<file path="src/common/cu_settings.svh">
`ifndef CU_SETTINGS_SVH
`define CU_SETTINGS_SVH

// command FIFO depths, one per job unit
`define CU_VERTEX_FIFO_DEPTH 16
`define CU_EDGE_FIFO_DEPTH   32

// vertex records waiting for the edge unit
`define CU_JOB_QUEUE_DEPTH   8

// alfull rises once fewer entries than this are free
`define CU_ALFULL_MARGIN     4

// vertex reads in flight at once
`define CU_MAX_OUTSTANDING   8

`endif

</file>
<file path="src/hdl/cmd_fifo.sv">
`timescale 1ns/100ps
`default_nettype none

`include "cu_settings.svh"

module cmd_fifo #(
	parameter int WIDTH = 74,
	parameter int DEPTH = 16
) (
	input  logic             clock,
	input  logic             rstn,
	input  logic             push,
	input  logic [WIDTH-1:0] data_in,
	input  logic             pop,
	output logic [WIDTH-1:0] data_out,
	output logic             valid,
	output logic             empty,
	output logic             full,
	output logic             alfull
);

	localparam int PTR_W = (DEPTH > 1) ? $clog2(DEPTH) : 1;

	logic [WIDTH-1:0] mem [DEPTH];
	logic [PTR_W-1:0] wr_ptr;
	logic [PTR_W-1:0] rd_ptr;
	logic [PTR_W-1:0] rd_next;
	logic [PTR_W:0]   count;
	logic             do_push;
	logic             do_pop;

	function automatic logic [PTR_W-1:0] next_ptr(input logic [PTR_W-1:0] ptr);
		if (ptr == PTR_W'(DEPTH - 1)) begin
			return '0;
		end
		return ptr + 1'b1;
	endfunction

	assign do_push = push && !full;
	assign do_pop  = pop && !empty;
	assign rd_next = do_pop ? next_ptr(rd_ptr) : rd_ptr;

	assign empty  = (count == '0);
	assign full   = (int'(count) == DEPTH);
	assign alfull = (DEPTH - int'(count)) < `CU_ALFULL_MARGIN;
	// head register holds a live entry
	assign valid  = !empty;

	always_ff @(posedge clock) begin
		if (do_push) begin
			mem[wr_ptr] <= data_in;
		end
	end

	// registered read of the next head, bypass when it is written now
	always_ff @(posedge clock) begin
		if (do_push && (wr_ptr == rd_next)) begin
			data_out <= data_in;
		end else begin
			data_out <= mem[rd_next];
		end
	end

	always_ff @(posedge clock or negedge rstn) begin
		if (!rstn) begin
			wr_ptr <= '0;
			rd_ptr <= '0;
			count  <= '0;
		end else begin
			rd_ptr <= rd_next;
			if (do_push) begin
				wr_ptr <= next_ptr(wr_ptr);
			end
			case ({do_push, do_pop})
				2'b10: count <= count + 1'b1;
				2'b01: count <= count - 1'b1;
				default: count <= count;
			endcase
		end
	end

endmodule

`default_nettype wire

</file>
<file path="config.mk">
export PLATFORM = sky130hd
export DESIGN_NAME = cmd_fifo
export DESIGN_NICKNAME = d
export VERILOG_FILES = /design/src/hdl/cmd_fifo.sv
export VERILOG_INCLUDE_DIRS = /design/src /design/src/common
export SDC_FILE = /design/constraint.sdc
export NUM_CORES = 1
export LEC_CHECK = 0
export BUFFER_PORTS_ARGS = -buffer_cell sky130_fd_sc_hd__buf_2
export CAP_MARGIN = 25
export CORE_ASPECT_RATIO = 1.5
export CORE_MARGIN = 10
export CORE_UTILIZATION = 58
export CTS_BUF_LIST = sky130_fd_sc_hd__clkbuf_8
export DETAILED_ROUTE_END_ITERATION = 10
export PLACE_DENSITY = 0.78
export SLEW_MARGIN = 20
export SYNTH_ARGS = -nofsm -noshare
export SYNTH_HDL_FRONTEND = slang
export SYNTH_SLANG_ARGS = --single-unit
</file>
<file path="constraint.sdc">
create_clock -name clock -period 4.1 [get_ports clock]
set_input_delay 1.025 -clock clock [delete_from_list [all_inputs] [get_ports clock]]
set_output_delay 1.025 -clock clock [all_outputs]
set_load 0.005 [all_outputs]
</file>
Word-level counts from Yosys, hierarchy flattened:

Memory sizes are Yosys's and may differ from the RTL's. A register that Yosys moved wholly into a read port is not among the register bits.
Cells that the tools add are included.

* input port bits: 78
* output and inout bits: 78
* RAM bits: 1184
* memories: 1
* register bits: 13
* logic and storage cells: 32

Memory list
* mem: words 16, width 74, read ports 1, clocked after memory_dff 1, wr ports 1, RTL line cmd_fifo.sv:24 `logic [WIDTH-1:0] mem [DEPTH];`

* order comparisons: 1
* reduce and logical (&&, ||, !) cells: 6
* add/subtract/negate cells: 5
* multiplexer cells: 11
* equality and inequality tests: 5

Operator list (number)
* $mux 4: 5
* $pmux 5 s2: 1
* $add 4x1->4 const B: 2
* $eq 4x4->1 const B: 2
* $lt 6x4->1 const B: 1
* $sub 5x5->6 const A: 1
* $add 5x1->5 const B: 1
* $eq 5x5->1 const B: 1
* $logic_not 5->1: 1
* $mux 1: 5
* $sub 5x1->5 const B: 1
* $eq 2x1->1 const B: 1
* $eq 2x2->1 const B: 1
* $logic_and 1x1->1: 2
* $logic_not 1->1: 2
* $reduce_bool 2->1: 1

Logic depth before layout (Yosys ltp):

* depth in word-level cells: 5
* gate-level depth with buffers: 13
* mapped depth without buffers: 11

Worst setup path before layout:

No wires, ideal clock.

* kind: input -> register
* start: in push
* end: mem mem[4][0] (enable)
* required time: 3660 ps
* library setup time: 440 ps
* arrival: 3571 ps
* setup slack: 89 ps
* buffers on the path: 1
* stages: 5
* cells stage by stage: nor2b_1 -> clkbuf_1 -> inv_2 -> nor3b_1 -> and2_1

* word-level cells in the longest chain between the ends: 3

RTL lines
* start, declared: RTL line cmd_fifo.sv:12 `input logic push,`
* $logic_and 1x1->1: RTL line cmd_fifo.sv:39 `assign do_push = push && !full;`
* $mux 1: RTL line cmd_fifo.sv:50 `if (do_push) begin`
* $mux 1 (implied by the code): RTL line cmd_fifo.sv:51 `mem[wr_ptr] <= data_in;`
* end, declared: RTL line cmd_fifo.sv:24

Every way passes these cells.

==> results.md <==
* Root Buffer: clkbuf_8
* Top-area cell type share of the netlist area at between 70% and 80%
* CTS buffer count at about 160
* Clock power frac at approximately a quarter
* VDD IR max at roughly 0.74 mV
* DIE AREA at between 80000 and 90000 µm²
* CTS Sinks at 1201
* Net switching power at roughly 10000 µW
* # fillers at about 4800
* CP endpoint kind: output pin
* Multi-input gate area at just under 9000 µm²
* P_leak at 0.0165 µW
* Worst skew pair latency at around 0.8 ns
* Post-route cell area at roughly 51000 µm²
* RePlAce Congestion at 0.756
* WL/cell at between 20 and 30 µm
* Post-CTS Hold Buffers at 0
* Worst EP arrival at 2.96 ns
* Post-route clock period utilization at 97.3%
* Num rows at between 100 and 150
* DRT iter0 DRCs at 2220
* Fin crit period at between 3 and 4 ns
* H-tree levels at 4
* PnR worst setup slack at about 0.11 ns
* Final net count at approximately 2300
* Initial core utilization at 58.4%
* Vert. Die Dim at between 300 and 400 µm
* Input/output buffers at about 160
* Pre-CTS WS at around 0.60 ns
* Cell Area, Placed at 47800 µm²
* Startpoint Class: register
* Synth area leaders: edfxtp_1, mux4_2, a22oi_1, dfrtp_1, nand2_1
* Reg clk slew, reported paths at approximately 0.060 ns
* Gate power share at between 20% and 30%
* Max Clock Freq at between 200 and 300 MHz
* Drc violations at 0
* DRT Wirelength at ~98000 µm
* Worst clock skew at around 0.025 ns
* Cells after synthesis at about 1900
* Reg power frac at 45.7%
* Sequential-to-total area share from yosys stat at 79.6%
* Hold Fails Final Rpt at 0
* Hold WC Path Type: input port to asynchronous set/reset pin
* Fraction of registers with async set/reset at 1.08%
* Vias at between 20000 and 25000
* Post-route ant nets at 0
* Setup violators final at 0
* CTS tree: yes
* Synth cell types at 36
* Status: completed
* Antenna violations before repair at 14
* Synth area leader: edfxtp_1
* Slew headroom at between 40% and 50%
* Ports at 156
* Grt total ovfl at 0
* Layout cells sized above 1 at between 30% and 40%
* Syn_nets at approximately 2000
* Longest Clk Path Bufs at 3
* Layout Area Growth over Synthesis at 12.4%
* Top_reg_cell synth: edfxtp_1
* Switching Share at between 30 and 40%
* Worst-Margin Slew at approximately 0.81 ns
* Reg2Reg Setup Slack at approximately 0.76 ns
* Pwr/cell area at roughly 650 nW/µm²
* Register Area at ~36000 µm²
* Die W at ~250 µm
* Yosys reg bits at 1201
* Synth Warn # at 0
* Via density at roughly 6.3
* First-pass GRT wire length at about 150000 µm
* RSZ-0062 raised after global routing: yes
* Worst Path Required at ~3.1 ns
* Slew Limit Fails at 0
* Drt first pass iters at 8
* Vias in the first global route at 22600
* Core area at about 77000 µm²
* Cell Area, Synth at between 40000 and 50000 µm²
* Crit Reg-Reg Startpoint: count[2]
* Largest net degree at the start of global routing at 75
* Critical-path maximum fanout at 25
* Tot GR Track Use at 22.3%
* Pint at roughly 23000 µW
* Max cap viols at 0
* Final HPWL DP at ~54000 µm
* Post-synth EDFFs at between 1000 and 1500
* Critical path type: register to output pin
* Syn avg cell area at roughly 24 µm²
-- metal layers --
metal | GRT usage (%) | vias up | wire (µm)
met5 | 0 | - | 64
met4 | 6.80 | 10 | 2130
met3 | 5.00 | 166 | 7910
met2 | 36.9 | 980 | 51200
met1 | 29.3 | 11300 | 36200
li1 | - | 8822 | -
-- power groups by stage --
stage	sequential, µW	combinational [µW]	clock, µW
2_1_floorplan	15200	6330	0
3_3_place_gp	15300	9630	0
3_5_place_dp	15400	9820	0
6_report	15100	9760	8140
4_1_cts	15100	9900	8310
5_1_grt	15200	10400	8830
-- cell type report --
cell class | count | area share (%)
timing repair buffer | 228 | 3.72
tap | 1016 | 2.50
inverter | 6 | 0.0443
antenna | 7 | 0.0345
clock inverter | 129 | 1.13
sequential | 1201 | 70.8
clock buffer | 169 | 4.58
multi-input combinational | 605 | 17.2
-- worst paths after layout --
check / to / depth (start not counted)
worst max-delay path: data_out[40] / 6
worst max register to register: mem[3][32] / 7
min in group clock: rd_ptr[3] / 1
worst min register to register: rd_ptr[3] / 1
max in group asynchronous: count[1] / 1
worst min-delay path: rd_ptr[1] / 1
-- cell families after synthesis --
logic type      synth area share [%]
flops                           79.6
compound gates                  2.69
xor+xnor                       0.155
simple gates                    1.21
mux                             14.8
buf+inv                         1.25
fa+ha+maj                      0.277
-- synth_stat cells (all sizes together) (4+ instances only) --
cell type / n
a21oi: 7
a22oi: 148
and2: 17
buf: 59
clkbuf: 43
dfrtp: 13
dfxtp: 4
edfxtp: 1184
ha: 10
inv: 6
mux4: 296
nand2: 82
nand3: 6
nor2: 4
nor2b: 4
o21ai: 8
xnor2: 5
-- worst max-delay path, cell delays in order (launching register included) --
cell and delay (ns):
dfxtp_4 0.45, buf_12 0.25, buf_16 0.26, mux4_2 0.52, a22oi_1 0.36, nand2_1 0.11, buf_2 0.15
-- metrics by stage --
| stage | std cells | util, % | total power [µW] | hold slack [ns] | setup TNS (ns) |
|---|---|---|---|---|---|
| after global routing | 3356 | 65.6 | 34400 | 0.0511 | -0.146 |
| after global placement | 3053 | 61.8 | 24900 | 0.490 | 0 |
| after floorplan | 1914 | - | 21500 | 0.456 | 0 |
| final | 3361 | 65.6 | 33000 | 0.0933 | 0 |
| after CTS | 3354 | 65.5 | 33300 | 0.0220 | 0 |
| after detailed placement | 3053 | 61.8 | 25200 | 0.504 | 0 |
-- flip-flops by register name, summed over array words and instances (netlist names), named ones only --
name,flops
wr_ptr,4
count,5
rd_ptr,4
mem,1184
-- timing repair --
| action | CTS | global route |
|---|---|---|
| gates resized for setup | 2 | 5 |
| setup endpoints to repair | 40 | 9 |
| buffers inserted | 3 | 0 |
-- cells in the final DEF, fill, tap and decap left out, types with 5 or more instances in the layout --
cell type,count
edfxtp_1,1184
inv_1,67
a21oi_1,7
nand3_1,6
nand2_1,82
o21ai_1,8
xnor2_1,5
a22oi_1,146
buf_2,155
and2_4,17
clkinvlp_4,7
clkbuf_8,169
mux4_2,296
diode_2,7
dfrtp_1,13
buf_12,40
clkinv_2,13
clkinv_1,42
buf_4,28
ha_1,10
No activity file was read; power rests on OpenSTA's default activity.
