File: src/common/cu_settings.svh
`ifndef CU_SETTINGS_SVH
`define CU_SETTINGS_SVH

// command FIFO depths, one per job unit
`define CU_VERTEX_FIFO_DEPTH 16
`define CU_EDGE_FIFO_DEPTH   32

// vertex records waiting for the edge unit
`define CU_JOB_QUEUE_DEPTH   8

// alfull rises once fewer entries than this are free
`define CU_ALFULL_MARGIN     4

// vertex reads in flight at once
`define CU_MAX_OUTSTANDING   8

`endif

File: src/common/cu_pkg.sv
`default_nettype none

package cu_pkg;

	////////////////////////////////////////
	// job unit identifiers
	////////////////////////////////////////

	typedef enum logic {
		vertex_control_id = 1'b0,
		edge_control_id   = 1'b1
	} cu_id_t;

	////////////////////////////////////////
	// read command line
	////////////////////////////////////////

	typedef struct packed {
		logic        valid;
		cu_id_t      cu_id;
		logic [7:0]  tag;
		logic [63:0] address;
	} cmd_line_t;

	////////////////////////////////////////
	// graph records
	////////////////////////////////////////

	// edge_offset indexes the edge array
	typedef struct packed {
		logic [31:0] degree;
		logic [31:0] edge_offset;
	} vertex_rec_t;

	typedef struct packed {
		logic [31:0] dest;
		logic [31:0] weight;
	} edge_rec_t;

	// one memory word, decoded by the cu_id of its read
	typedef union packed {
		vertex_rec_t vertex_rec;
		edge_rec_t   edge_rec;
	} payload_u;

	// one returning read beat
	typedef struct packed {
		logic       valid;
		cu_id_t     cu_id;
		logic [7:0] tag;
		payload_u   payload;
	} data_line_t;

	// work element descriptor
	typedef struct packed {
		logic        valid;
		logic [63:0] vertex_base;
		logic [63:0] edge_base;
		logic [31:0] num_vertices;
		logic [31:0] num_edges;
	} wed_t;

endpackage

`default_nettype wire

File: src/hdl/cmd_arbiter.sv
`timescale 1ns/100ps
`default_nettype none

module cmd_arbiter
	import cu_pkg::*;
#(
	parameter int NUM_REQUESTS = 2
) (
	input  logic                         clock,
	input  logic                         rstn,
	input  logic                         enabled,
	input  logic [NUM_REQUESTS-1:0]      requests,
	input  cmd_line_t [NUM_REQUESTS-1:0] command_in,
	output logic [NUM_REQUESTS-1:0]      ready,
	output cmd_line_t                    command_out
);

	localparam int PTR_W = (NUM_REQUESTS > 1) ? $clog2(NUM_REQUESTS) : 1;

	logic [PTR_W-1:0] rr_ptr;
	logic [PTR_W-1:0] winner;
	logic             grant_any;

	// first request at or after the pointer
	always_comb begin : pick_winner
		int cand;
		winner    = rr_ptr;
		grant_any = 1'b0;
		for (int i = 0; i < NUM_REQUESTS; i++) begin
			cand = int'(rr_ptr) + i;
			if (cand >= NUM_REQUESTS) begin
				cand = cand - NUM_REQUESTS;
			end
			if (!grant_any && requests[cand]) begin
				grant_any = 1'b1;
				winner    = PTR_W'(cand);
			end
		end
	end

	// one pop per grant
	always_comb begin
		ready = '0;
		if (enabled && grant_any) begin
			ready[winner] = 1'b1;
		end
	end

	always_ff @(posedge clock or negedge rstn) begin
		if (!rstn) begin
			rr_ptr      <= '0;
			command_out <= '0;
		end else if (enabled) begin
			if (grant_any) begin
				command_out <= command_in[winner];
				rr_ptr      <= (winner == PTR_W'(NUM_REQUESTS - 1)) ? '0 : winner + 1'b1;
			end else begin
				command_out <= '0;
			end
		end
	end

endmodule

`default_nettype wire

File: config.mk
export PLATFORM = sky130hd
export DESIGN_NAME = cmd_arbiter
export DESIGN_NICKNAME = d
export VERILOG_FILES = /design/src/common/cu_settings.svh /design/src/common/cu_pkg.sv /design/src/hdl/cmd_arbiter.sv
export SDC_FILE = /design/constraint.sdc
export NUM_CORES = 1
export LEC_CHECK = 0
export BUFFER_PORTS_ARGS = -buffer_cell sky130_fd_sc_hd__buf_4
export CAP_MARGIN = 10
export CORE_MARGIN = 2
export CORE_UTILIZATION = 31
export CTS_BUF_LIST = sky130_fd_sc_hd__clkbuf_4 sky130_fd_sc_hd__clkbuf_8
export CTS_CLUSTER_DIAMETER = 50
export DETAILED_ROUTE_END_ITERATION = 8
export PLACE_DENSITY = 0.71
export SLEW_MARGIN = 20
export SYNTH_ARGS = -nofsm -noshare
export SYNTH_HDL_FRONTEND = slang
export SYNTH_SLANG_ARGS = --single-unit
File: constraint.sdc
create_clock -name clock -period 1.7 [get_ports clock]
set_input_delay 0.255 -clock clock [delete_from_list [all_inputs] [get_ports clock]]
set_output_delay 0.255 -clock clock [all_outputs]
set_load 0.02 [all_outputs]
# == After elaboration in Yosys (flattened, before gate mapping) ==
# Index checks and enable logic that the tools add are counted.
# totals
out_inout_bits,76
word_cells,39
register_bits,75
inputBits,153
# classes
addsub,4
reduce_logical,5
n_lt_le_gt_ge,6
muxes,19
# ops
op,n
$mux W74,3
$lt A32 B3 Y1 const B,2
$mux W32,2
$mux W1,12
$logic_and A1 B1 Y1,3
$sub A1 B2 Y3 const B,1
$sub A2 B2 Y3 const B,1
$add A1 B1 Y2 const B,1
$ge A1 B2 Y1 const B,1
$ge A2 B2 Y1 const B,1
$lt A1 B2 Y1 const B,1
$mux W2,1
$reduce_and A2 Y1,1
$add A1 B1 Y1 const B,1
$demux W1 S1,1
$ge A1 B1 Y1 const B,1
$logic_not A1 Y1,1

# == Depth between registers and ports, before layout ==
# depth
depth_word,14
mapped_depth,5

# == Worst setup path before layout ==
# No wires, ideal clock.
# synth_path
path_kind,register -> register
startpoint,register rr_ptr
endpoint,register command_out[0] (netlist name)
t_required_ns,1.574
n_path_buf,2
setup_time_ns,0.126
arrival_ns,1.098
path_slack_ns,0.476
path_stages_with_launch,6
path_cell_list,dfrtp_1 -> inv_1 -> a21oi_2 -> buf_4 -> buf_4 -> a221o_1
# synth_via
elab_chain_len,12
elab_cells_between_ends,22
cone_classes,add/sub (3); order compare (2); mux (15); reduce/logical (2)
# synth_lines
element,line,source
"start, declared",cmd_arbiter.sv:20,logic [PTR_W-1:0] rr_ptr;
"start signal, assigned",cmd_arbiter.sv:56,rr_ptr <= (winner == PTR_W'(NUM_REQUESTS - 1)) ? '0 : winner + 1'b1;
$sub A1 B2 Y3 or $ge A1 B2 Y1 (tied branches),"cmd_arbiter.sv:32, cmd_arbiter.sv:31",
$mux W32,cmd_arbiter.sv:31,if (cand >= NUM_REQUESTS) begin
$mux W1 (implied by the code) (3 in a row),cmd_arbiter.sv:34,if (!grant_any && requests[cand]) begin
$mux W1,cmd_arbiter.sv:34,
$logic_not A1 Y1,cmd_arbiter.sv:34,
$logic_and A1 B1 Y1,cmd_arbiter.sv:34,
$mux W1,cmd_arbiter.sv:34,
$mux W74 (implied by the code) (2 in a row),cmd_arbiter.sv:55,command_out <= command_in[winner];
$mux W74 (*),cmd_arbiter.sv:54,if (grant_any) begin
"end signal, assigned",cmd_arbiter.sv:55,
"end, declared",cmd_arbiter.sv:15,output cmd_line_t command_out
# Every way passes the cells marked *; elsewhere a longest branch is shown, timed or not. The select of a mux whose other input is x is not followed.
# A chain may end at the register's enable or synchronous reset.

# == Worst setup path after layout ==
# layout_path
startpoint,register rr_ptr
endpoint,output port ready[1]
# layout_via
elab_chain_len,14
elab_cells_between_ends,26
cone_classes,add/sub (3); order compare (4); mux (15); reduce/logical (4)
# layout_lines
element,line,source
$sub A1 B2 Y3 or $ge A1 B2 Y1 (tied branches),"cmd_arbiter.sv:32, cmd_arbiter.sv:31",
$mux W32,cmd_arbiter.sv:31,
$mux W1 (implied by the code) (3 in a row),cmd_arbiter.sv:34,
$mux W1,cmd_arbiter.sv:34,
$logic_not A1 Y1,cmd_arbiter.sv:34,
$logic_and A1 B1 Y1,cmd_arbiter.sv:34,
$mux W1,cmd_arbiter.sv:34,
$lt A1 B2 Y1 (implied by the code) or $ge A1 B1 Y1 (tied branches),cmd_arbiter.sv:45,ready[winner] = 1'b1;
$logic_and A1 B1 Y1 (implied by the code),cmd_arbiter.sv:45,
$mux W1 (implied by the code),cmd_arbiter.sv:45,
$demux W1 S1,cmd_arbiter.sv:45,
$mux W2 (*),cmd_arbiter.sv:44,if (enabled && grant_any) begin
"end, declared",cmd_arbiter.sv:14,"output logic [NUM_REQUESTS-1:0] ready,"
# Marked as above.

==> out/metrics.csv <==
metric,value,unit
run_status,completed,
min_period,1.55,ns
grt.overflow.total,0,
grt_max_degree,45,
arrival,1.29,ns
dp_cells,601,
cp-start-kind,flip-flop,
clk_pin_slew,0.09,ns
clkPwrFrac,0.314,
fin_skew,0.0130,ns
fin_total_pwr,5.34,mW
min_to,command_out[49],
slowest_delay,0.44,ns
holdPathStages,2,
final_common_cell,buf_4,
worstMarginPinSlew,0.493,ns
syn-num-nets,407,
io_pins,229,
synth_top_family_by_area,compound AO/OA/AOI/OAI gates,
synth_mux_area_frac,0,
syn2layout_area_growth,63.8,%
io_buffers,228,
leakage,2.68,nW
first_pass_iters,5,
clock_path_buffers,2,
ys_warn_count,0,
ir_worst_vdd,438,uV
path_class,flip-flop to primary output,
clkSinkCount,75,
pwr-share-comb,0.283,
rrSetupSlack,0.25,ns
core,10300,um2
initial_core_util,0.318,
final_antenna_net_count,0,
powerDensity,993,nW/um2
critical-path-top-delay-family,flip-flops,
fin_cells,621,
r2r-end,command_out[5],
die_h,107,um
mostFrequentLayoutCells,"buf_4 (235), dfrtp_1 (75), nor2b_1 (74), a221o_1 (74), clkbuf_8 (9)",
synthXorXnorAreaFrac,0,
final.period_utilization,0.910,
cp.depth,3,
slew_headroom,0.671,
avgRoutedWirePerCell,16.6,um
swShare,0.286,
p_int,3.82,mW
cts_resized,0,
tns,0,ns
cts_tree,done,
die-area,11400,um2
end_kind,primary output,
synth_cell_types,11,
gp_congestion,0.739,
rsz0062_at_grt,no,
clkLatencyLatePin,0.34,ns
synth-compound-area-share,0.232,
setup_viol,0,
fin_nets,633,
grt_pass1_wl,16000,um
h-tree-depth,3,
rows,37,
cts_made_buffers,9,
wirelength,10300,um
track_usage,0.178,
hp-start,command_in[123],
hpwlAfterDp,7460,um
crit_path_cell_trace,inv_1 > a21oi_4 > buf_4,
drt_iter0_drc,224,
cts_root_buf,clkbuf_8,
max_freq,0.646,GHz
n_antenna_cell,0,
ys_ff_latch,75,
drive_above_1_share,0.528,
drt-vias-per-instance,4.94,
syn-cell-area,3290,um2
hold_class,input port to flip-flop,
p_sw,1.53,mW
syn-instance-count,254,
cap_violations,0,
avgSynthCellArea,12.9,um2
fill_cells,878,
antenna_found_initial,0,
grt_pass1_vias,3129,
drv_slew,0,
cp.required,1.44,ns
drcViolationCount,0,
critPathMaxFanout,6,
synth_fa_ha_area_frac,0,
final_hold_viol_count,0,
cpMaxStageDelayCell,dfrtp_1,
vias,3068,
ff2ff_path_depth,3,
synth_simple_gate_area_share,0.144,
seqPwrFrac,0.403,
cp_num_buf_inv,2,
die_w,107,um
r2r-start,rr_ptr,
ys_seq_area_frac,0.571,
-- sequential cells by signal, indices dropped and copies added, names as in the netlist --
| register | count |
|---|---|
| command_out | 74 |
| rr_ptr | 1 |
-- power groups by stage --
stage | clock network (mW) | logic (mW) | registers (mW)
global placement | 0 | 1.49 | 2.18
CTS | 1.73 | 1.52 | 2.15
detailed placement | 0 | 1.52 | 2.18
floorplan | 0 | 0.446 | 2.45
finish | 1.68 | 1.51 | 2.15
global route | 1.83 | 1.61 | 2.18
-- worst max-delay path by stage --
stage	endpoint	start	slack, ns
global route	ready[1]	rr_ptr	0.09
finish	ready[1]	rr_ptr	0.15
floorplan	command_out[0]	rr_ptr	0.48
detailed placement	command_out[48]	enabled	0.29
CTS	ready[1]	rr_ptr	0.02
global placement	command_out[58]	rr_ptr	0.32
-- per-stage QoR --
step,utilization,hold slack [ns],instance area (um2),worst slack [ns]
global route,0.521,0.110,5380,0.0908
floorplan,-,-0.0406,3290,0.476
finish,0.521,0.138,5380,0.153
global placement,0.494,0.259,5100,0.324
detailed placement,0.494,0.250,5100,0.290
CTS,0.519,0.112,5360,0.0159
-- repair_timing --
item                       in CTS  in global routing
hold endpoints to repair       37                  0
setup endpoints to repair       1                  1
hold buffers                    1                  0
pin swaps                       1                  1
setup buffers                   0                  3
-- layout make-up --
| class | instances | area [um2] | area share |
|---|---|---|---|
| clock buffer | 10 | 131 | 0.0244 |
| tap | 136 | 170 | 0.0316 |
| clock inverter | 6 | 114 | 0.0212 |
| inverter | 1 | 3.75 | 0.000697 |
| multi-input combinational | 154 | 1250 | 0.233 |
| sequential | 75 | 1880 | 0.349 |
| timing repair buffer | 239 | 1830 | 0.341 |
-- cell families after synthesis --
family                 count (synthesis)
AOI/OAI and AO/OA                     77
buffers and inverters                 25
and+or+nand+nor                       77
DFF                                   75
-- Yosys cell counts --
cell type,count,area share
a221o_1,74,0.23
nand2_1,3,0.0034
buf_4,7,0.016
buf_6,5,0.017
inv_1,1,0.0011
buf_1,1,0.0011
nor2b_1,74,0.14
buf_2,11,0.017
o21ai_0,1,0.0015
a21oi_2,2,0.0053
dfrtp_1,75,0.57
-- layer usage --
metal  track usage  vias up  routed length (um)
li1              -     1421                   -
met4        0.0547        0                 153
met2         0.288      147                5070
met1         0.233     1488                4360
met5             0        -                   0
met3        0.0480       12                 763
Power figures use the tool's default switching activity.
