<file path="src/common/cu_settings.svh">
`ifndef CU_SETTINGS_SVH
`define CU_SETTINGS_SVH

// command FIFO depths, one per job unit
`define CU_VERTEX_FIFO_DEPTH 16
`define CU_EDGE_FIFO_DEPTH   32

// vertex records waiting for the edge unit
`define CU_JOB_QUEUE_DEPTH   8

// alfull rises once fewer entries than this are free
`define CU_ALFULL_MARGIN     4

// vertex reads in flight at once
`define CU_MAX_OUTSTANDING   8

`endif

</file>
<file path="src/common/cu_pkg.sv">
`default_nettype none

package cu_pkg;

	////////////////////////////////////////
	// job unit identifiers
	////////////////////////////////////////

	typedef enum logic {
		vertex_control_id = 1'b0,
		edge_control_id   = 1'b1
	} cu_id_t;

	////////////////////////////////////////
	// read command line
	////////////////////////////////////////

	typedef struct packed {
		logic        valid;
		cu_id_t      cu_id;
		logic [7:0]  tag;
		logic [63:0] address;
	} cmd_line_t;

	////////////////////////////////////////
	// graph records
	////////////////////////////////////////

	// edge_offset indexes the edge array
	typedef struct packed {
		logic [31:0] degree;
		logic [31:0] edge_offset;
	} vertex_rec_t;

	typedef struct packed {
		logic [31:0] dest;
		logic [31:0] weight;
	} edge_rec_t;

	// one memory word, decoded by the cu_id of its read
	typedef union packed {
		vertex_rec_t vertex_rec;
		edge_rec_t   edge_rec;
	} payload_u;

	// one returning read beat
	typedef struct packed {
		logic       valid;
		cu_id_t     cu_id;
		logic [7:0] tag;
		payload_u   payload;
	} data_line_t;

	// work element descriptor
	typedef struct packed {
		logic        valid;
		logic [63:0] vertex_base;
		logic [63:0] edge_base;
		logic [31:0] num_vertices;
		logic [31:0] num_edges;
	} wed_t;

endpackage

`default_nettype wire

</file>
<file path="src/hdl/cmd_fifo.sv">
`timescale 1ns/100ps
`default_nettype none

`include "cu_settings.svh"

module cmd_fifo #(
	parameter int WIDTH = 74,
	parameter int DEPTH = 16
) (
	input  logic             clock,
	input  logic             rstn,
	input  logic             push,
	input  logic [WIDTH-1:0] data_in,
	input  logic             pop,
	output logic [WIDTH-1:0] data_out,
	output logic             valid,
	output logic             empty,
	output logic             full,
	output logic             alfull
);

	localparam int PTR_W = (DEPTH > 1) ? $clog2(DEPTH) : 1;

	logic [WIDTH-1:0] mem [DEPTH];
	logic [PTR_W-1:0] wr_ptr;
	logic [PTR_W-1:0] rd_ptr;
	logic [PTR_W-1:0] rd_next;
	logic [PTR_W:0]   count;
	logic             do_push;
	logic             do_pop;

	function automatic logic [PTR_W-1:0] next_ptr(input logic [PTR_W-1:0] ptr);
		if (ptr == PTR_W'(DEPTH - 1)) begin
			return '0;
		end
		return ptr + 1'b1;
	endfunction

	assign do_push = push && !full;
	assign do_pop  = pop && !empty;
	assign rd_next = do_pop ? next_ptr(rd_ptr) : rd_ptr;

	assign empty  = (count == '0);
	assign full   = (int'(count) == DEPTH);
	assign alfull = (DEPTH - int'(count)) < `CU_ALFULL_MARGIN;
	// head register holds a live entry
	assign valid  = !empty;

	always_ff @(posedge clock) begin
		if (do_push) begin
			mem[wr_ptr] <= data_in;
		end
	end

	// registered read of the next head, bypass when it is written now
	always_ff @(posedge clock) begin
		if (do_push && (wr_ptr == rd_next)) begin
			data_out <= data_in;
		end else begin
			data_out <= mem[rd_next];
		end
	end

	always_ff @(posedge clock or negedge rstn) begin
		if (!rstn) begin
			wr_ptr <= '0;
			rd_ptr <= '0;
			count  <= '0;
		end else begin
			rd_ptr <= rd_next;
			if (do_push) begin
				wr_ptr <= next_ptr(wr_ptr);
			end
			case ({do_push, do_pop})
				2'b10: count <= count + 1'b1;
				2'b01: count <= count - 1'b1;
				default: count <= count;
			endcase
		end
	end

endmodule

`default_nettype wire

</file>
<file path="src/cu_control/vertex_job_unit.sv">
`timescale 1ns/100ps
`default_nettype none

`include "cu_settings.svh"

module vertex_job_unit
	import cu_pkg::*;
(
	input  logic        clock,
	input  logic        rstn,
	input  logic        enabled,
	input  wed_t        wed,
	input  data_line_t  vertex_data,
	input  logic        cmd_alfull,
	output cmd_line_t   command_out,
	input  logic        job_pop,
	output logic        job_valid,
	output vertex_rec_t job,
	output logic [31:0] filtered
);

	// the job queue must absorb every record still in flight
	localparam int ISSUE_LIMIT = (`CU_MAX_OUTSTANDING < `CU_ALFULL_MARGIN) ?
		`CU_MAX_OUTSTANDING : `CU_ALFULL_MARGIN;
	localparam int OUT_W = $clog2(`CU_MAX_OUTSTANDING + 1);

	logic [31:0]      vertex_idx;
	logic [OUT_W-1:0] outstanding;
	logic             issue;
	logic             beat;
	logic             job_push;
	logic             job_alfull;
	vertex_rec_t      record;

	////////////////////////////////////////
	// vertex read issue
	////////////////////////////////////////

	assign issue = enabled && wed.valid && (vertex_idx < wed.num_vertices) &&
		(outstanding < ISSUE_LIMIT) && !cmd_alfull && !job_alfull;

	// vertex records are 8 bytes apart
	always_comb begin
		command_out         = '0;
		command_out.valid   = issue;
		command_out.cu_id   = vertex_control_id;
		command_out.tag     = vertex_idx[7:0];
		command_out.address = wed.vertex_base + {29'd0, vertex_idx, 3'b000};
	end

	////////////////////////////////////////
	// returning vertex records
	////////////////////////////////////////

	assign beat     = enabled && vertex_data.valid && (vertex_data.cu_id == vertex_control_id);
	assign record   = vertex_data.payload.vertex_rec;
	// zero degree vertices never reach the queue
	assign job_push = beat && (record.degree != '0);

	always_ff @(posedge clock or negedge rstn) begin
		if (!rstn) begin
			vertex_idx  <= '0;
			outstanding <= '0;
			filtered    <= '0;
		end else if (enabled) begin
			if (!wed.valid) begin
				vertex_idx  <= '0;
				outstanding <= '0;
				filtered    <= '0;
			end else begin
				if (issue) begin
					vertex_idx <= vertex_idx + 1'b1;
				end
				case ({issue, beat})
					2'b10: outstanding <= outstanding + 1'b1;
					2'b01: outstanding <= outstanding - 1'b1;
					default: outstanding <= outstanding;
				endcase
				if (beat && (record.degree == '0)) begin
					filtered <= filtered + 1'b1;
				end
			end
		end
	end

	// vertex job queue
	cmd_fifo #(
		.WIDTH($bits(vertex_rec_t)),
		.DEPTH(`CU_JOB_QUEUE_DEPTH)
	) job_queue (
		.clock   (clock),
		.rstn    (rstn),
		.push    (job_push),
		.data_in (record),
		.pop     (job_pop),
		.data_out(job),
		.valid   (job_valid),
		.empty   (),
		.full    (),
		.alfull  (job_alfull)
	);

endmodule

`default_nettype wire

</file>
<file path="config.mk">
export PLATFORM = sky130hd
export DESIGN_NAME = vertex_job_unit
export DESIGN_NICKNAME = d
export VERILOG_FILES = /design/src/common/cu_pkg.sv /design/src/hdl/cmd_fifo.sv /design/src/cu_control/vertex_job_unit.sv
export VERILOG_INCLUDE_DIRS = /design/src /design/src/common
export SDC_FILE = /design/constraint.sdc
export NUM_CORES = 1
export LEC_CHECK = 0
export ABC_CLOCK_PERIOD_IN_PS = 8180
export BUFFER_PORTS_ARGS = -buffer_cell sky130_fd_sc_hd__buf_4
export CELL_PAD_IN_SITES_DETAIL_PLACEMENT = 0
export CELL_PAD_IN_SITES_GLOBAL_PLACEMENT = 1
export CORE_MARGIN = 8
export CORE_UTILIZATION = 43
export DETAILED_ROUTE_END_ITERATION = 10
export GPL_TIMING_DRIVEN = 0
export PLACE_DENSITY_LB_ADDON = 0.1
export SLEW_MARGIN = 5
export SYNTH_ARGS = -nofsm -noshare
export SYNTH_HDL_FRONTEND = slang
export SYNTH_SLANG_ARGS = --single-unit
export TNS_END_PERCENT = 100
</file>
<file path="constraint.sdc">
create_clock -name clock -period 8.18 [get_ports clock]
set_clock_uncertainty 0.15 [all_clocks]
set_input_delay 0.409 -clock clock [delete_from_list [all_inputs] [get_ports clock]]
set_output_delay 0.409 -clock clock [all_outputs]
set_load 0.05 [all_outputs]
</file>
=== Yosys cells after proc, flatten, opt, wreduce, memory -nomap -nowiden ===
Memory sizes are Yosys's and may differ from the RTL's. A register that Yosys moved wholly into a read port is not among the register bits.
Cells that the tools add are included.

* Register bits after elaboration: 78
* RAM bits: 512
* Bits of input ports: 272
* Output and inout bits: 171
* Logic and storage cells: 70
* Memories: 1

* Add/sub/neg operators: 10
* Magnitude comparators: 3
* Eq/ne operators: 10
* Muxes and demuxes: 17
* Bitwise gates (word level): 1
* Reduce and logical (&&, ||, !) cells: 22

{| class="wikitable"
|+ Memory list
! memory !! depth !! bits a word !! rd ports !! clocked after Yosys merged registers in !! write ports !! line !! text
|-
| job_queue.mem || 8 || 64 || 1 || 1 || 1 || cmd_fifo.sv:24 || <nowiki>logic [WIDTH-1:0] mem [DEPTH];</nowiki>
|}

{| class="wikitable"
|+ Operators by type and width
! cell !! number
|-
| 32-bit two-way mux || 4
|-
| 32-bit by 1-bit adder with 32-bit output, second input constant || 2
|-
| 64-bit by 35-bit adder with 64-bit output || 1
|-
| 32-bit zero test || 1
|-
| 32-bit less-than comparator || 1
|-
| 32-bit by 4-bit less-than comparator with 1-bit output, second input constant || 1
|-
| 32-bit nonzero test || 1
|-
| 4-bit one-hot mux with 2 select lines || 2
|-
| 3-bit two-way mux || 5
|-
| 1-bit logical AND || 11
|-
| 4-bit by 1-bit adder with 4-bit output, second input constant || 2
|-
| 4-bit by 1-bit subtractor with 4-bit output, second input constant || 2
|-
| 3-bit by 1-bit adder with 3-bit output, second input constant || 2
|-
| 3-bit == test, second input constant || 2
|-
| 2-bit AND reduction || 3
|-
| 1-bit two-way mux || 5
|-
| 4-bit by 4-bit subtractor with 5-bit output, first input constant || 1
|-
| 2-bit by 1-bit == test with 1-bit output, second input constant || 2
|-
| 2-bit == test, second input constant || 2
|-
| 4-bit == test, second input constant || 1
|-
| 1-bit zero test || 4
|-
| 4-bit zero test || 1
|-
| 4-bit by 3-bit less-than comparator with 1-bit output, second input constant || 1
|-
| 4-bit two-way mux || 1
|-
| 4 further kinds || 5
|}

=== Longest topological paths before layout ===
* Word-level depth: 8
* Depth in mapped cells: 17
* Mapped depth without buffers: 16

=== By module ===
From an unflattened synthesis, not the netlist that was laid out.

* Cell total of the unflattened synthesis: 1729
* Area, all modules: 27346.2 um2

{| class="wikitable"
|+ By module, submodules not included
! module !! times used !! cells each !! area an instance (um2) !! sequential area each (um2)
|-
| cmd_fifo || 1 || 806 || 19907.8 || 15685.0
|-
| vertex_job_unit || 1 || 923 || 7438.4 || 1701.6
|}

=== Worst setup path after synthesis ===
OpenSTA, ideal clock, no wires.

* Path type: input to register
* From: in vertex_data[72] (netlist bit)
* To: mem job_queue.mem[2][0] (netlist bit) (enable)
* Arrival: 7663 ps
* Data required time: 7364 ps
* Setup slack: -300 ps
* Cell stages on the path: 4
* Buffers on the path: 0
* Cells stage by stage: nand3b_1 a21oi_1 o21ai_1 nor4b_1

* Longest elaborated chain between the ends: 6

{| class="wikitable"
|+ RTL lines
! item !! line !! text
|-
| start: declaration || vertex_job_unit.sv:13 || <nowiki>input data_line_t vertex_data,</nowiki>
|-
| 1-bit inverter || vertex_job_unit.sv:55 || <nowiki>assign beat = enabled && vertex_data.valid && (vertex_data.cu_id == vertex_control_id);</nowiki>
|-
| 1-bit logical AND || vertex_job_unit.sv:55 ||
|-
| 1-bit logical AND || vertex_job_unit.sv:58 || <nowiki>assign job_push = beat && (record.degree != '0);</nowiki>
|-
| 1-bit logical AND || cmd_fifo.sv:39 || <nowiki>assign do_push = push && !full;</nowiki>
|-
| 1-bit two-way mux || cmd_fifo.sv:50 || <nowiki>if (do_push) begin</nowiki>
|-
| 1-bit two-way mux (implied by the code) || cmd_fifo.sv:51 || <nowiki>mem[wr_ptr] <= data_in;</nowiki>
|-
| end: declaration || cmd_fifo.sv:24 ||
|}

Every way passes these cells.

==> results.md <==
- Fin nets: 2537
- CTS Hold Bufs: 67
- Run status: finished clean
- CP Data Arrival Time: 4.68 ns
- Cell Area, Synth: 26570 um2
- HP Class: in -> reg
- CTS max path bufs: 3
- Ys flop type: edfxtp_1
- Multi-input combinational cell area: 8740 um2
- Die Span X: 264.6 um
- Initial antenna violation count: 3
- Post-synth EDFFs: 512
- Max Fclk: 190.7 MHz
- Slew Viols, Final: 0
- Post-Place Setup Slack: 3.549 ns
- Synth Warn #: 0
- Largest stage delay on the critical path: 0.53 ns
- CP cell instances: ha_1 -> inv_1 -> fa_1 -> nor2b_1 -> o2111ai_1 -> a31oi_1 -> o21ai_0 -> a21oi_1 -> o21ai_1 -> nor4_1 -> xor2_1 -> buf_4
- Placed instance area: 30840 um2
- Final setup fails: 0
- CP max-delay cell: dfrtp_1
- Yosys top cell by area: edfxtp_1
- CTS H-tree depth: 2
- GR Overflow Total: 0
- Max Fanout on Critical Path: 9
- Chip Height: 264.6 um
- GP Congestion: 0.8365
- Final worst-path cycle share: 64.09%
- Setup_tns: 0 ns
- Drt first pass iters: 5
- Proportion of netlist area held by the largest area contributor: 57.87%
- Setup ws final: 2.937 ns
- First-pass GRT wire length: 106400 um
- Measured slew at the worst slew-check pin: 1.106 ns
- Startpoint type of the worst setup path: flop
- CP Class: reg -> out
- Vias: 16450
- First DRT Iteration DRCs: 1151
- Share of cells above drive strength 1: 32.38%
- Maximum vdd drop: 209.4 uV
- Post-synth net total: 2010
- Hold Worst Slack: 0.1953 ns
- RSZ-0062 raised after global routing: false
- Antenna Nets Post-Route: 0
- FF/Latch Area: 17390 um2
- Number of global-route vias before repair: 17630
- Final Hold Fails: 0
- Max-cap violations: 0
- Largest net degree at the start of global routing: 79
- Post-CTS Resized: 0
- WL/cell: 22.81 um
- Sink Count: 593
- Finished layout cell area: 33500 um2
- Post-synth cell types: 63
- Post-CTS Setup Inserts: 0
- Post-Synthesis Cells: 1661
- Slew HR: 26.24%
- Power Density: 288.3 nW/um2
- Syn_area_per_cell: 16.00 um2
- Area contributors post-synth: edfxtp_1, mux4_2, dfrtp_1, ha_1, mux2_2
- CTS tree: done
- Hpwl dp: 50170 um
- Vias per cell: 5.430
- DR DRC count: 0
- Register area share after synthesis: 65.44%
- Fillers: 5001
- Worst EP required: 7.62 ns
- FF+latch count, synth: 593
- Clock root buffer: clkbuf_16
- CTS buffer count: 59
- Async set-reset flop share out of synthesis: 13.15%
- Std cell rows: 91
- Die area: 70000 um2
- Worst-skew pair later-pin latency: 0.61 ns
- Critical Path End Type: output pin
- Global Route Usage Sum: 19.51%
- Post-Route WL: 69130 um
- Min Clock Period, post-route: 5.243 ns
- Clock transition at path regs: 0.06 ns
- Core ar.: 61370 um2
- Initial core utilization: 43.29%
- Port bufs: 334
- Area growth syn-to-layout: 26.08%
- I/O pin count: 443
- Leak: 12.62 nW
layout make-up:
type / count / area share (%)
sequential: 593 / 51.90
multi-input combinational: 947 / 26.09
timing repair buffer: 466 / 11.61
clock buffer: 78 / 4.833
tap: 790 / 2.951
clock inverter: 34 / 1.094
buffer: 69 / 0.9300
inverter: 52 / 0.5827
antenna: 1 / 0.007470
synth_stat cells (3+ instances only):
cell	number
nand4_1	37
or2_2	3
nand2b_1	3
mux2i_1	6
o31ai_1	8
buf_2	3
mux2_2	66
nand3_1	35
o21ai_0	50
dfxtp_1	3
nand3b_1	4
a211oi_1	6
ha_1	74
nor3_1	20
xor2_1	57
and2_1	6
fa_1	3
buf_4	13
a21oi_1	78
nor2_1	82
nor4_1	14
o211ai_1	3
mux4_2	128
clkbuf_1	40
a31oi_1	4
or4_1	4
inv_1	52
and3_1	21
o2bb2ai_1	4
nor4b_1	3
buf_1	13
xnor2_1	45
nand2_1	84
nor2b_1	4
o21ai_1	3
a21o_1	29
edfxtp_1	512
o21bai_1	6
or3_1	22
dfrtp_1	78
and4_1	3
o21a_1	5
metrics by stage:
stage | cells | utilization, % | power, mW
CTS | 3029 | 54.58 | 9.810
global placement | 2785 | 49.01 | 6.993
detailed placement | 2850 | 50.25 | 7.042
floorplan | 1661 | - | 5.974
finish | 3030 | 54.58 | 9.659
global route | 3029 | 54.58 | 10.05
report_power, final:
group	total, mW	switching [mW]	internal (mW)
combinational	3.44	2.08	1.35
clock	2.72	1.16	1.56
sequential	3.50	0.0729	3.43
sequential cells by signal (all words and copies together), names as in the netlist, named ones only:
| name | count |
|---|---|
| job_queue.count | 4 |
| vertex_idx | 32 |
| job_queue.wr_ptr | 3 |
| outstanding | 4 |
| filtered | 32 |
| job_queue.rd_ptr | 3 |
| job_queue.mem | 512 |
critical path: cells and delay by family, from the launching register on:
| family | cells | cell delay [ns] |
|---|---|---|
| flip-flops | 1 | 0.53 |
| XOR/XNOR | 1 | 0.21 |
| buffers and inverters | 2 | 0.29 |
| AO/OA/AOI/OAI | 5 | 1.70 |
| adder cells (fa/ha/maj) | 2 | 0.67 |
| AND/OR/NAND/NOR | 2 | 0.67 |
placed cells by master, fill, tap and decap left out, types with 5 or more instances in the layout:
cell type      netlist  routed
edfxtp_1           512     512
buf_4               13     371
mux4_2             128     128
nand2_1             84      84
nor2_1              82      81
a21oi_1             78      78
dfrtp_1             78      78
ha_1                74      74
dlygate4sd3_1        0      67
mux2_2              66      66
clkbuf_16            0      60
xor2_1              57      57
clkbuf_1            40      53
inv_1               52      52
o21ai_0             50      50
xnor2_1             45      45
nand4_1             37      37
nand3_1             35      35
buf_6                0      34
a21o_1              29      29
or3_1               22      22
and3_1              21      21
nor3_1              20      18
nor4_1              14      13
buf_1               13      13
clkinv_2             0      11
clkinvlp_4           0       9
o31ai_1              8       8
a211oi_1             6       6
and2_1               6       6
o21bai_1             6       6
mux2i_1              6       6
o21a_1               5       5
clkbuf_8             0       5
bufinv_16            0       5
final timing paths:
check                           slack, ns               start  cells past startpoint                 end
worst max register to register       3.98      vertex_idx[11]                     14      outstanding[3]
worst min-delay path                 0.20             job_pop                      3                flop
max in group asynchronous            6.72                rstn                      2      vertex_idx[24]
worst min register to register       0.36  job_queue.count[3]                      1  job_queue.count[3]
min in group asynchronous            0.37                rstn                      2        filtered[21]
worst max-delay path                 2.94       vertex_idx[0]                     12     command_out[47]
logic make-up after synthesis:
family,count (synthesis),synth area share [%]
DFF,593,65.44
and+or+nand+nor,355,6.753
AOI/OAI and AO/OA,212,4.940
muxes,200,13.87
buffers and inverters,121,1.907
xor gates and xnor gates,102,3.362
adders and majority gates,77,3.711
other,1,0.01411
per-layer routing:
layer / up-vias / routed length [um] / track usage [%]
met3: 97 / 3376 / 3.067
met5: - / 27 / 0
met1: 8393 / 29100 / 25.35
met2: 386 / 35080 / 34.07
li1: 7573 / - / -
met4: 4 / 1544 / 4.950
Note: power is estimated with default switching activity, not from simulation.
